## config.mk

```make
export PLATFORM = sky130hd
export DESIGN_NAME = jio_top
export DESIGN_NICKNAME = d
export VERILOG_FILES = /design/src/design/jio_periph_pkg.sv /design/src/design/jio_bus_pkg.sv /design/src/design/jio_top.sv /design/src/design/jio_irq_ctrl.sv /design/src/design/jio_timer.sv /design/src/design/jio_wb_slave.sv /design/src/design/jio_decode.sv
export VERILOG_INCLUDE_DIRS = /design/src /design/src/design
export SDC_FILE = /design/constraint.sdc
export NUM_CORES = 1
export LEC_CHECK = 0
export BUFFER_PORTS_ARGS = -buffer_cell sky130_fd_sc_hd__buf_4
export CORE_UTILIZATION = 45
export DETAILED_ROUTE_END_ITERATION = 12
export GPL_TIMING_DRIVEN = 0
export PLACE_DENSITY = 0.63
export REMOVE_ABC_BUFFERS = 1
export SKIP_LAST_GASP = 1
export SLEW_MARGIN = 20
export SYNTH_ARGS = -nofsm -noshare
export SYNTH_HDL_FRONTEND = slang
export SYNTH_HIERARCHICAL = 1
export SYNTH_SLANG_ARGS = --single-unit
```

## constraint.sdc

```tcl
create_clock -name sys_clk -period 4 [get_ports sys_clk]
set_clock_uncertainty 0.05 [all_clocks]
set_input_delay 0 -clock sys_clk [delete_from_list [all_inputs] [get_ports sys_clk]]
set_output_delay 0 -clock sys_clk [all_outputs]
set_load 0.05 [all_outputs]
```

## src/design/jio_settings.svh

```systemverilog
/* Offsets are word-aligned byte addresses in the local 0x0000-0xFFFF space.
   Address bit 0 is ignored. The timer width must not exceed the data width. */
`ifndef JIO_SETTINGS_SVH
`define JIO_SETTINGS_SVH

// Bus widths
`define JIO_ADR_W 16
`define JIO_DAT_W 16

// Counter width of both timers
`define JIO_TMR_W 16

// Timer reload registers, write side
`define JIO_PIT1_ADR 16'h0000
`define JIO_PIT2_ADR 16'h0002
`define JIO_PIT3_ADR 16'h0004
`define JIO_PIT4_ADR 16'h0006

// Timer count readback, read side
`define JIO_PIT1R_ADR 16'h0036
`define JIO_PIT2R_ADR 16'h0038
`define JIO_PIT3R_ADR 16'h003A
`define JIO_PIT4R_ADR 16'h003C

// Interrupt enable and pending register
`define JIO_INT_ADR 16'h0020

// External device window, split into six selects
`define JIO_GPIO_LO 16'h4800
`define JIO_GPIO_HI 16'h7FFF

`endif
```

## src/design/jio_periph_pkg.sv

```systemverilog
/* Timer and interrupt types. Two timers, hence two interrupt sources. */
`include "jio_settings.svh"

package jio_periph_pkg;

	// Prescaler or divider value, reload or live count
	typedef logic [`JIO_TMR_W-1:0] jio_cnt_t;

	// One bit per interrupt source, timer 1 in bit 0
	typedef logic [1:0] jio_irq_t;

	// Timer runs only while its divider reload is non-zero
	typedef enum logic {
		TMR_IDLE,
		TMR_RUN
	} jio_tmr_state_t;

	// What a timer shows to the bus and the interrupt logic
	typedef struct packed {
		jio_cnt_t pre_cnt;
		jio_cnt_t div_cnt;
		// High for one cycle at the end of each period
		logic     tick;
	} jio_tmr_stat_t;

endpackage

```

## src/design/jio_bus_pkg.sv

```systemverilog
/* Wishbone side types. Word accesses only, with no sel, err or rty. */
`include "jio_settings.svh"

package jio_bus_pkg;

	// Byte address into local space
	typedef logic [`JIO_ADR_W-1:0] jio_addr_t;

	// One bus data word
	typedef logic [`JIO_DAT_W-1:0] jio_data_t;

	// Request as driven by the master
	// Held stable until ack is seen
	typedef struct packed {
		logic      cyc;
		logic      stb;
		logic      we;
		jio_addr_t adr;
		jio_data_t dat;
	} jio_req_t;

	// One bit per internal register strobe
	// Same struct for raw address matches and for qualified strobes
	typedef struct packed {
		// Timer 1 prescaler / divider reload writes
		logic pit1w;
		logic pit2w;
		// Timer 2 prescaler / divider reload writes
		logic pit3w;
		logic pit4w;
		// Count readbacks, same order as the writes
		logic pit1r;
		logic pit2r;
		logic pit3r;
		logic pit4r;
		// Interrupt register
		logic int1w;
		logic int1r;
	} jio_strb_t;

endpackage

```

## src/design/jio_top.sv

```systemverilog
/* Local I/O block: Wishbone slave, decoder, two interval timers and the interrupt
   register. Word accesses only, no back-pressure. */
`timescale 1ns/100ps

module jio_top (
	input  logic                   sys_clk,
	input  logic                   rst_n,
	input  jio_bus_pkg::jio_req_t  req,
	output logic                   ack,
	output jio_bus_pkg::jio_data_t dat_o,
	output logic                   irq,
	output logic [5:0]             gpio_cs_n
);

	// Raw address matches and qualified strobes
	jio_bus_pkg::jio_strb_t        raw;
	jio_bus_pkg::jio_strb_t        strb;
	// Timer status towards the bus and the interrupts
	jio_periph_pkg::jio_tmr_stat_t tmr1_stat;
	jio_periph_pkg::jio_tmr_stat_t tmr2_stat;
	// Interrupt register readback
	jio_bus_pkg::jio_data_t        int_rd;
	logic                          bus_sel;

	// Cycle in progress, gates the external selects
	assign bus_sel = req.cyc & req.stb;

	jio_wb_slave wb_slave_inst (
		.sys_clk (sys_clk),
		.rst_n   (rst_n),
		.req     (req),
		.raw     (raw),
		.tmr1    (tmr1_stat),
		.tmr2    (tmr2_stat),
		.int_rd  (int_rd),
		.strb    (strb),
		.ack     (ack),
		.dat_o   (dat_o)
	);

	jio_decode decode_inst (
		.adr       (req.adr),
		.we        (req.we),
		.sel       (bus_sel),
		.raw       (raw),
		.gpio_cs_n (gpio_cs_n)
	);

	// Timer 1 at pit1/pit2, timer 2 at pit3/pit4
	jio_timer tmr1_inst (
		.sys_clk (sys_clk),
		.rst_n   (rst_n),
		.pre_we  (strb.pit1w),
		.div_we  (strb.pit2w),
		.wdat    (req.dat),
		.stat    (tmr1_stat)
	);

	jio_timer tmr2_inst (
		.sys_clk (sys_clk),
		.rst_n   (rst_n),
		.pre_we  (strb.pit3w),
		.div_we  (strb.pit4w),
		.wdat    (req.dat),
		.stat    (tmr2_stat)
	);

	// Timer 1 drives source 0
	jio_irq_ctrl irq_ctrl_inst (
		.sys_clk (sys_clk),
		.rst_n   (rst_n),
		.we      (strb.int1w),
		.wdat    (req.dat),
		.tick    ({tmr2_stat.tick, tmr1_stat.tick}),
		.rd      (int_rd),
		.irq     (irq)
	);

endmodule

```

## src/design/jio_irq_ctrl.sv

```systemverilog
/* Enables in bits 1:0, pending in bits 9:8. Write 1 to bit 8+i clears pending i,
   and a tick in the same cycle wins. */
`timescale 1ns/100ps

module jio_irq_ctrl (
	input  logic                   sys_clk,
	input  logic                   rst_n,
	input  logic                   we,
	input  jio_bus_pkg::jio_data_t wdat,
	input  logic [1:0]             tick,
	output jio_bus_pkg::jio_data_t rd,
	output logic                   irq
);

	jio_periph_pkg::jio_irq_t en;
	jio_periph_pkg::jio_irq_t pend;
	jio_periph_pkg::jio_irq_t clr;

	// Clear mask only during a write
	assign clr = we ? wdat[9:8] : '0;

	always_ff @(posedge sys_clk or negedge rst_n) begin
		if (!rst_n) begin
			en   <= '0;
			pend <= '0;
		end else begin
			if (we)
				en <= wdat[1:0];
			// Set after clear so a fresh tick is never lost
			pend <= (pend & ~clr) | tick;
		end
	end

	// Readback layout matches the write layout
	assign rd  = {6'b0, pend, 6'b0, en};

	// Request while any enabled source is pending
	assign irq = |(pend & en);

endmodule

```

## src/design/jio_timer.sv

```systemverilog
/* Tick period is (pre+1)*(div+1) cycles. A divider reload of zero stops the timer,
   and any reload write restarts both counters. */
`timescale 1ns/100ps
`include "jio_settings.svh"

module jio_timer (
	input  logic                          sys_clk,
	input  logic                          rst_n,
	input  logic                          pre_we,
	input  logic                          div_we,
	input  jio_bus_pkg::jio_data_t        wdat,
	output jio_periph_pkg::jio_tmr_stat_t stat
);

	jio_periph_pkg::jio_tmr_state_t state;
	jio_periph_pkg::jio_cnt_t       pre_rld;
	jio_periph_pkg::jio_cnt_t       div_rld;
	jio_periph_pkg::jio_cnt_t       pre_cnt;
	jio_periph_pkg::jio_cnt_t       div_cnt;
	jio_periph_pkg::jio_cnt_t       wval;
	logic                           pre_zero;
	logic                           div_zero;

	// Bus word trimmed to counter width
	assign wval     = `JIO_TMR_W'(wdat);
	assign pre_zero = pre_cnt == '0;
	assign div_zero = div_cnt == '0;

	always_ff @(posedge sys_clk or negedge rst_n) begin
		if (!rst_n) begin
			state   <= jio_periph_pkg::TMR_IDLE;
			pre_rld <= '0;
			div_rld <= '0;
			pre_cnt <= '0;
			div_cnt <= '0;
		end else if (div_we) begin
			// Divider reload decides run or idle
			div_rld <= wval;
			div_cnt <= wval;
			pre_cnt <= pre_rld;
			state   <= (wval != '0) ? jio_periph_pkg::TMR_RUN : jio_periph_pkg::TMR_IDLE;
		end else if (pre_we) begin
			pre_rld <= wval;
			pre_cnt <= wval;
			div_cnt <= div_rld;
		end else if (state == jio_periph_pkg::TMR_RUN) begin
			if (pre_zero) begin
				// Prescaler wraps, divider takes one step
				pre_cnt <= pre_rld;
				div_cnt <= div_zero ? div_rld : div_cnt - 1'b1;
			end else begin
				pre_cnt <= pre_cnt - 1'b1;
			end
		end
	end

	assign stat.pre_cnt = pre_cnt;
	assign stat.div_cnt = div_cnt;
	// Both at zero marks the last cycle of a period
	assign stat.tick    = (state == jio_periph_pkg::TMR_RUN) & pre_zero & div_zero;

endmodule

```

## src/design/jio_wb_slave.sv

```systemverilog
/* Never stalls and never signals err/rty. One transfer at a time, ack one cycle
   after stb, then low for at least one cycle. Unmapped reads return zero. */
`timescale 1ns/100ps

module jio_wb_slave (
	input  logic                          sys_clk,
	input  logic                          rst_n,
	input  jio_bus_pkg::jio_req_t         req,
	input  jio_bus_pkg::jio_strb_t        raw,
	input  jio_periph_pkg::jio_tmr_stat_t tmr1,
	input  jio_periph_pkg::jio_tmr_stat_t tmr2,
	input  jio_bus_pkg::jio_data_t        int_rd,
	output jio_bus_pkg::jio_strb_t        strb,
	output logic                          ack,
	output jio_bus_pkg::jio_data_t        dat_o
);

	// Strobe bits that belong to writes, the rest are reads
	localparam jio_bus_pkg::jio_strb_t WR_BITS = '{
		pit1w: 1'b1,
		pit2w: 1'b1,
		pit3w: 1'b1,
		pit4w: 1'b1,
		int1w: 1'b1,
		default: 1'b0
	};

	logic                   start;
	jio_bus_pkg::jio_data_t rd_mux;

	// New request seen, not already in its ack cycle
	assign start = req.cyc & req.stb & ~ack;

	// Read source select, one raw read strobe at most
	always_comb begin
		rd_mux = '0;
		if (raw.pit1r)
			rd_mux = tmr1.pre_cnt;
		else if (raw.pit2r)
			rd_mux = tmr1.div_cnt;
		else if (raw.pit3r)
			rd_mux = tmr2.pre_cnt;
		else if (raw.pit4r)
			rd_mux = tmr2.div_cnt;
		else if (raw.int1r)
			rd_mux = int_rd;
	end

	// ack and read data leave on the same edge
	always_ff @(posedge sys_clk or negedge rst_n) begin
		if (!rst_n) begin
			ack   <= 1'b0;
			dat_o <= '0;
		end else begin
			ack <= start;
			if (start)
				dat_o <= rd_mux;
		end
	end

	// Strobes live only in the ack cycle, so a write lands on the edge ending it
	always_comb begin
		strb = '0;
		if (ack && req.cyc && req.stb)
			strb = raw & (req.we ? WR_BITS : ~WR_BITS);
	end

endmodule

```

## src/design/jio_decode.sv

```systemverilog
/* Raw strobes are address and direction matches only, not yet qualified by cyc/stb.
   Dropped registers (serial port, clock dividers, joysticks) decode to nothing. */
`timescale 1ns/100ps
`include "jio_settings.svh"

module jio_decode (
	input  jio_bus_pkg::jio_addr_t adr,
	input  logic                   we,
	input  logic                   sel,
	output jio_bus_pkg::jio_strb_t raw,
	output logic [5:0]             gpio_cs_n
);

	// Offsets held as typed constants so the word part can be sliced
	localparam jio_bus_pkg::jio_addr_t PIT1W = `JIO_PIT1_ADR;
	localparam jio_bus_pkg::jio_addr_t PIT2W = `JIO_PIT2_ADR;
	localparam jio_bus_pkg::jio_addr_t PIT3W = `JIO_PIT3_ADR;
	localparam jio_bus_pkg::jio_addr_t PIT4W = `JIO_PIT4_ADR;
	localparam jio_bus_pkg::jio_addr_t PIT1R = `JIO_PIT1R_ADR;
	localparam jio_bus_pkg::jio_addr_t PIT2R = `JIO_PIT2R_ADR;
	localparam jio_bus_pkg::jio_addr_t PIT3R = `JIO_PIT3R_ADR;
	localparam jio_bus_pkg::jio_addr_t PIT4R = `JIO_PIT4R_ADR;
	localparam jio_bus_pkg::jio_addr_t INTA  = `JIO_INT_ADR;

	logic       in_gpio;
	logic [5:0] gpio_hit;

	// Word match over the full address, byte bit dropped
	function automatic logic reg_hit(
		input jio_bus_pkg::jio_addr_t a,
		input jio_bus_pkg::jio_addr_t off
	);
		return a[`JIO_ADR_W-1:1] == off[`JIO_ADR_W-1:1];
	endfunction

	always_comb begin
		raw = '0;
		// Timer reloads, write only
		raw.pit1w = we & reg_hit(adr, PIT1W);
		raw.pit2w = we & reg_hit(adr, PIT2W);
		raw.pit3w = we & reg_hit(adr, PIT3W);
		raw.pit4w = we & reg_hit(adr, PIT4W);
		// Live counts, read only
		raw.pit1r = ~we & reg_hit(adr, PIT1R);
		raw.pit2r = ~we & reg_hit(adr, PIT2R);
		raw.pit3r = ~we & reg_hit(adr, PIT3R);
		raw.pit4r = ~we & reg_hit(adr, PIT4R);
		// Interrupt register shares one address for both directions
		raw.int1w = we & reg_hit(adr, INTA);
		raw.int1r = ~we & reg_hit(adr, INTA);
	end

	// Overall external window
	assign in_gpio = (adr >= `JIO_GPIO_LO) && (adr <= `JIO_GPIO_HI);

	// 0x4800-0x4FFF, CD interface
	assign gpio_hit[0] = adr[15:11] == 5'b01001;
	// 0x5000-0x5FFF, DMA ack
	assign gpio_hit[1] = adr[15:12] == 4'h5;
	// 0x6000-0x6FFF, cartridge
	assign gpio_hit[2] = adr[15:12] == 4'h6;
	// 0x7000-0x77FF
	assign gpio_hit[3] = adr[15:11] == 5'b01110;
	// 0x7800-0x7BFF
	assign gpio_hit[4] = adr[15:10] == 6'b011110;
	// 0x7C00-0x7FFF, paddle interface
	assign gpio_hit[5] = adr[15:10] == 6'b011111;

	// Active low, only while a cycle is on the bus
	assign gpio_cs_n = ~(gpio_hit & {6{sel & in_gpio}});

endmodule

```

# [Yosys cells after proc, flatten, opt, wreduce, memory -nomap -nowiden]
# Cells that the tools add are included.
# Widths: inputs -> output; s select.
[op_classes] addsub=4 order_cmp=2 n_eq_ne=14 muxes=27 n_bitwise=28 reduce_logical=18
[ops] cell="$mux 16" count=22
[ops] cell="$eq 15x5->1 const B" count=5
[ops] cell="$logic_not 16->1" count=4
[ops] cell="$sub 16x1->16 const B" count=4
[ops] cell="$eq 15x2->1 const B" count=2
[ops] cell="$mux 10" count=3
[ops] cell="$and 1x1->1" count=17
[ops] cell="$ge 16x15->1 const B" count=1
[ops] cell="$le 16x15->1 const B" count=1
[ops] cell="$reduce_bool 16->1" count=1
[ops] cell="$eq 15x1->1 const B" count=1
[ops] cell="$logic_not 15->1" count=1
[ops] cell="$eq 6x5->1 const B" count=2
[ops] cell="$reduce_bool 3->1" count=4
[ops] cell="$and 10x10->10" count=1
[ops] cell="$eq 5x4->1 const B" count=2
[ops] cell="$eq 4x3->1 const B" count=2
[ops] cell="$reduce_and 2->1" count=4
[ops] cell="$and 6x6->6" count=1
[ops] cell="$not 6->6" count=1
[ops] cell="$and 2x2->2" count=2
[ops] cell="$not 1->1" count=4
[ops] cell="$logic_and 1x1->1" count=3
[ops] cell="$mux 2" count=1
[ops] cell="4 further kinds" count=4
[word_totals] register_bits=151 inputBits=37 out_inout_bits=24 elab_cells=107

# [Depth between registers and ports, before layout]
[logic_depth] word_depth=8 mapped_depth=12 mapped_depth_nobuf=9

# [Hierarchy]
# Netlist, hierarchy kept.
[modules_own_cells] mod="jio_timer (tmr2_inst)" instances=1 cells_per_inst=483 area_per_inst_um2=3963.8
[modules_own_cells] mod="jio_timer (tmr1_inst)" instances=1 cells_per_inst=446 area_per_inst_um2=3908.7
[modules_own_cells] mod="jio_wb_slave" instances=1 cells_per_inst=181 area_per_inst_um2=1591.5
[modules_own_cells] mod="jio_decode" instances=1 cells_per_inst=43 area_per_inst_um2=302.8
[modules_own_cells] mod="jio_irq_ctrl" instances=1 cells_per_inst=24 area_per_inst_um2=255.2
[modules_own_cells] mod="jio_top" instances=1 cells_per_inst=1 area_per_inst_um2=6.3

# [Worst setup path after synthesis]
# Ideal clock, no wire load.
[synth_path] path_kind="register to register" from="register wb_slave_inst.ack" to="register tmr2_inst.div_rld[13]" arrival_ns=2.387 required_time_ns=3.825 setup_slack_ns=1.438 stages_incl_launch_ff=8 path_buffers=3 synth_period_minus_slack_ns=2.562 cell_sequence="dfrtp_1 > nand3_1 > nor2_1 > and2_1 > clkbuf_1 > buf_1 > buf_1 > mux2_2"
[synth_rtl] element="start: declaration" line="jio_wb_slave.sv:14" text="output logic ack,"
[synth_rtl] element="start signal: assignment" line="jio_wb_slave.sv:55" text="ack <= start;"
[synth_rtl] element="end signal: assignment" line="jio_timer.sv:38" text="div_rld <= wval;"
[synth_rtl] element="end: declaration" line="jio_timer.sv:17" text="jio_periph_pkg::jio_cnt_t div_rld;"

==> impl_metrics.tcl <==
set metrics [dict create \
    synthCells 1172 \
    rows 54 \
    drive_gt1_share_pct 14.68 \
    die_w_um 151.0 \
    gp_congestion 0.8849 \
    final_cell_area_sq_um 11370 \
    syn_area_per_cell_sq_um 8.527 \
    setup_violations 0 \
    path_max_fanout 60 \
    fmax_mhz 283.4 \
    place_area_sq_um 10520 \
    rsz0062_at_grt "false" \
    hold_path_class "primary input to asynchronous set/reset pin" \
    drv_cap 0 \
    period_needed_ps 3528 \
    ctsHtreeMaxLevel 4 \
    core_area_sq_um 21820 \
    grt.overflow.total 0 \
    nFillCells 2090 \
    dieArea_sq_um 22810 \
    numPortBuffers 59 \
    path_class "flop to flop" \
    via_per_inst 6.410 \
    synth_area_sq_um 9993 \
    finalMaxSlewViolations 0 \
    diodes 0 \
    drt_iter0_markers 987 \
    fin_util_pct 52.08 \
    endpoint_kind "flop" \
    cts_buffers 17 \
    post-route-period-util_pct 88.20 \
    dp_hpwl_um 21690 \
    finalSetupTns_ps 0 \
    hold-worst-slack_ps 105.7 \
    grt_pass1_vias 8922 \
    arrival_ps 3830 \
    grt_use_total_pct 29.78 \
    dr.pass1.iters 6 \
    outcome "complete, no violations" \
    power.leakage_nw 4.863 \
    hold_violations 0 \
    placed_cells 1450 \
    grt_pass1_wl_um 51230 \
    clock_latency_ps 430 \
    die_h_um 151.0 \
    final_cells 1499 \
    worst_pin_slew_ps 1150 \
    critPathLaunchType "flop" \
    layout.cells.most_common_list "nand2_1, dfrtp_1, nor2_1, a21oi_1, o21ai_0" \
    power_density_nw_per_um2 330.6 \
    wl_um 32880 \
    cts_setup_buffers 0 \
    cts_root_buffer "clkbuf_16" \
    ir_worst_vdd_mv 0.1849 \
    cts.clk_slew.worst_paths_ps 70 \
    final_common_cell "nand2_1" \
    wire_per_inst_um 21.93 \
    drc 0 \
    slew-limit-headroom_pct 23.32 \
    ant_nets 0 \
    cp.required_ps 4300 \
    antenna_found_initial 0 \
    grt_start_max_net_pins 86 \
    vias 9608 \
    clk_path_buf_depth 2 \
    cts_tree "done" \
    io_pins 61 \
    nNetsFinal 1251 \
    area_growth_pct 13.73 \
    clock-sinks 151 \
    initial_utilization_pct 45.79 \
    yosys_warnings 6 \
]
-- path summary, 6_finish.rpt --
kind | from | to | slack, ps | cells after the start
setup reg to reg | wb_slave_inst/ack | tmr1_inst/pre_cnt[5] | 470 | 7
setup / recovery | wb_slave_inst/ack | tmr1_inst/pre_cnt[5] | 470 | 7
max in group asynchronous | rst_n | tmr2_inst/pre_cnt[8] | 3000 | 3
hold / removal | rst_n | tmr1_inst/div_rld[8] | 110 | 2
min in group sys_clk | req[21] | irq_ctrl_inst/pend[0] | 170 | 6
hold reg to reg | tmr1_inst/div_rld[7] | tmr1_inst/div_rld[7] | 430 | 2
-- registers in the layout (all words and copies together), names as in the netlist --
name	flops
irq_ctrl_inst/pend	2
tmr1_inst/div_rld	16
tmr1_inst/state	1
tmr2_inst/pre_cnt	16
tmr2_inst/div_cnt	16
tmr1_inst/div_cnt	16
tmr2_inst/state	1
wb_slave_inst/ack	1
tmr2_inst/div_rld	16
irq_ctrl_inst/en	2
wb_slave_inst/dat_o	16
tmr2_inst/pre_rld	16
tmr1_inst/pre_cnt	16
tmr1_inst/pre_rld	16
-- area by class of cell --
cell class,instances,area [sq um],area share (%)
sequential,151,3779,33.25
tap,280,350.3,3.082
clock inverter,12,224.0,1.970
inverter,40,150.1,1.321
multi-input combinational,905,5665,49.85
timing repair buffer,91,750.7,6.605
clock buffer,20,446.7,3.930
-- through the flow --
step | worst slack (ps) | total power, mW
6_report | 472.0 | 3.758
3_3_place_gp | -2502 | 1.920
4_1_cts | 469.9 | 3.786
2_1_floorplan | -459.4 | 1.748
5_1_grt | 247.9 | 3.866
3_5_place_dp | 185.7 | 1.927
-- metal layers --
metal | global-route usage, % | part of all wire, % | routed length (um)
met1 | 42.06 | 45 | 14800
met3 | 4.880 | 8.1 | 2679
met2 | 45.64 | 44 | 14530
met5 | 0 | 0 | 0
met4 | 11.10 | 2.7 | 872
-- critical path, stage by stage (launching register included) --
cell	delay, ps
dfrtp_1	350
nand3_1	90
nor2_1	230
and2_4	640
clkinv_1	820
nand2_1	830
o22ai_1	180
nor3_1	210
-- where the power goes --
| part | switching [mW] | leakage [nW] | internal, mW |
|---|---|---|---|
| registers | 0.0273 | 1.82 | 1.55 |
| logic | 0.231 | 2.72 | 0.101 |
| clock network | 0.658 | 0.324 | 1.19 |
-- what timing repair did --
action	in CTS	in global routing
hold buffers	17	0
hold endpoints to repair	178	0
resized for setup	0	0
Power figures use the tool's default switching activity.
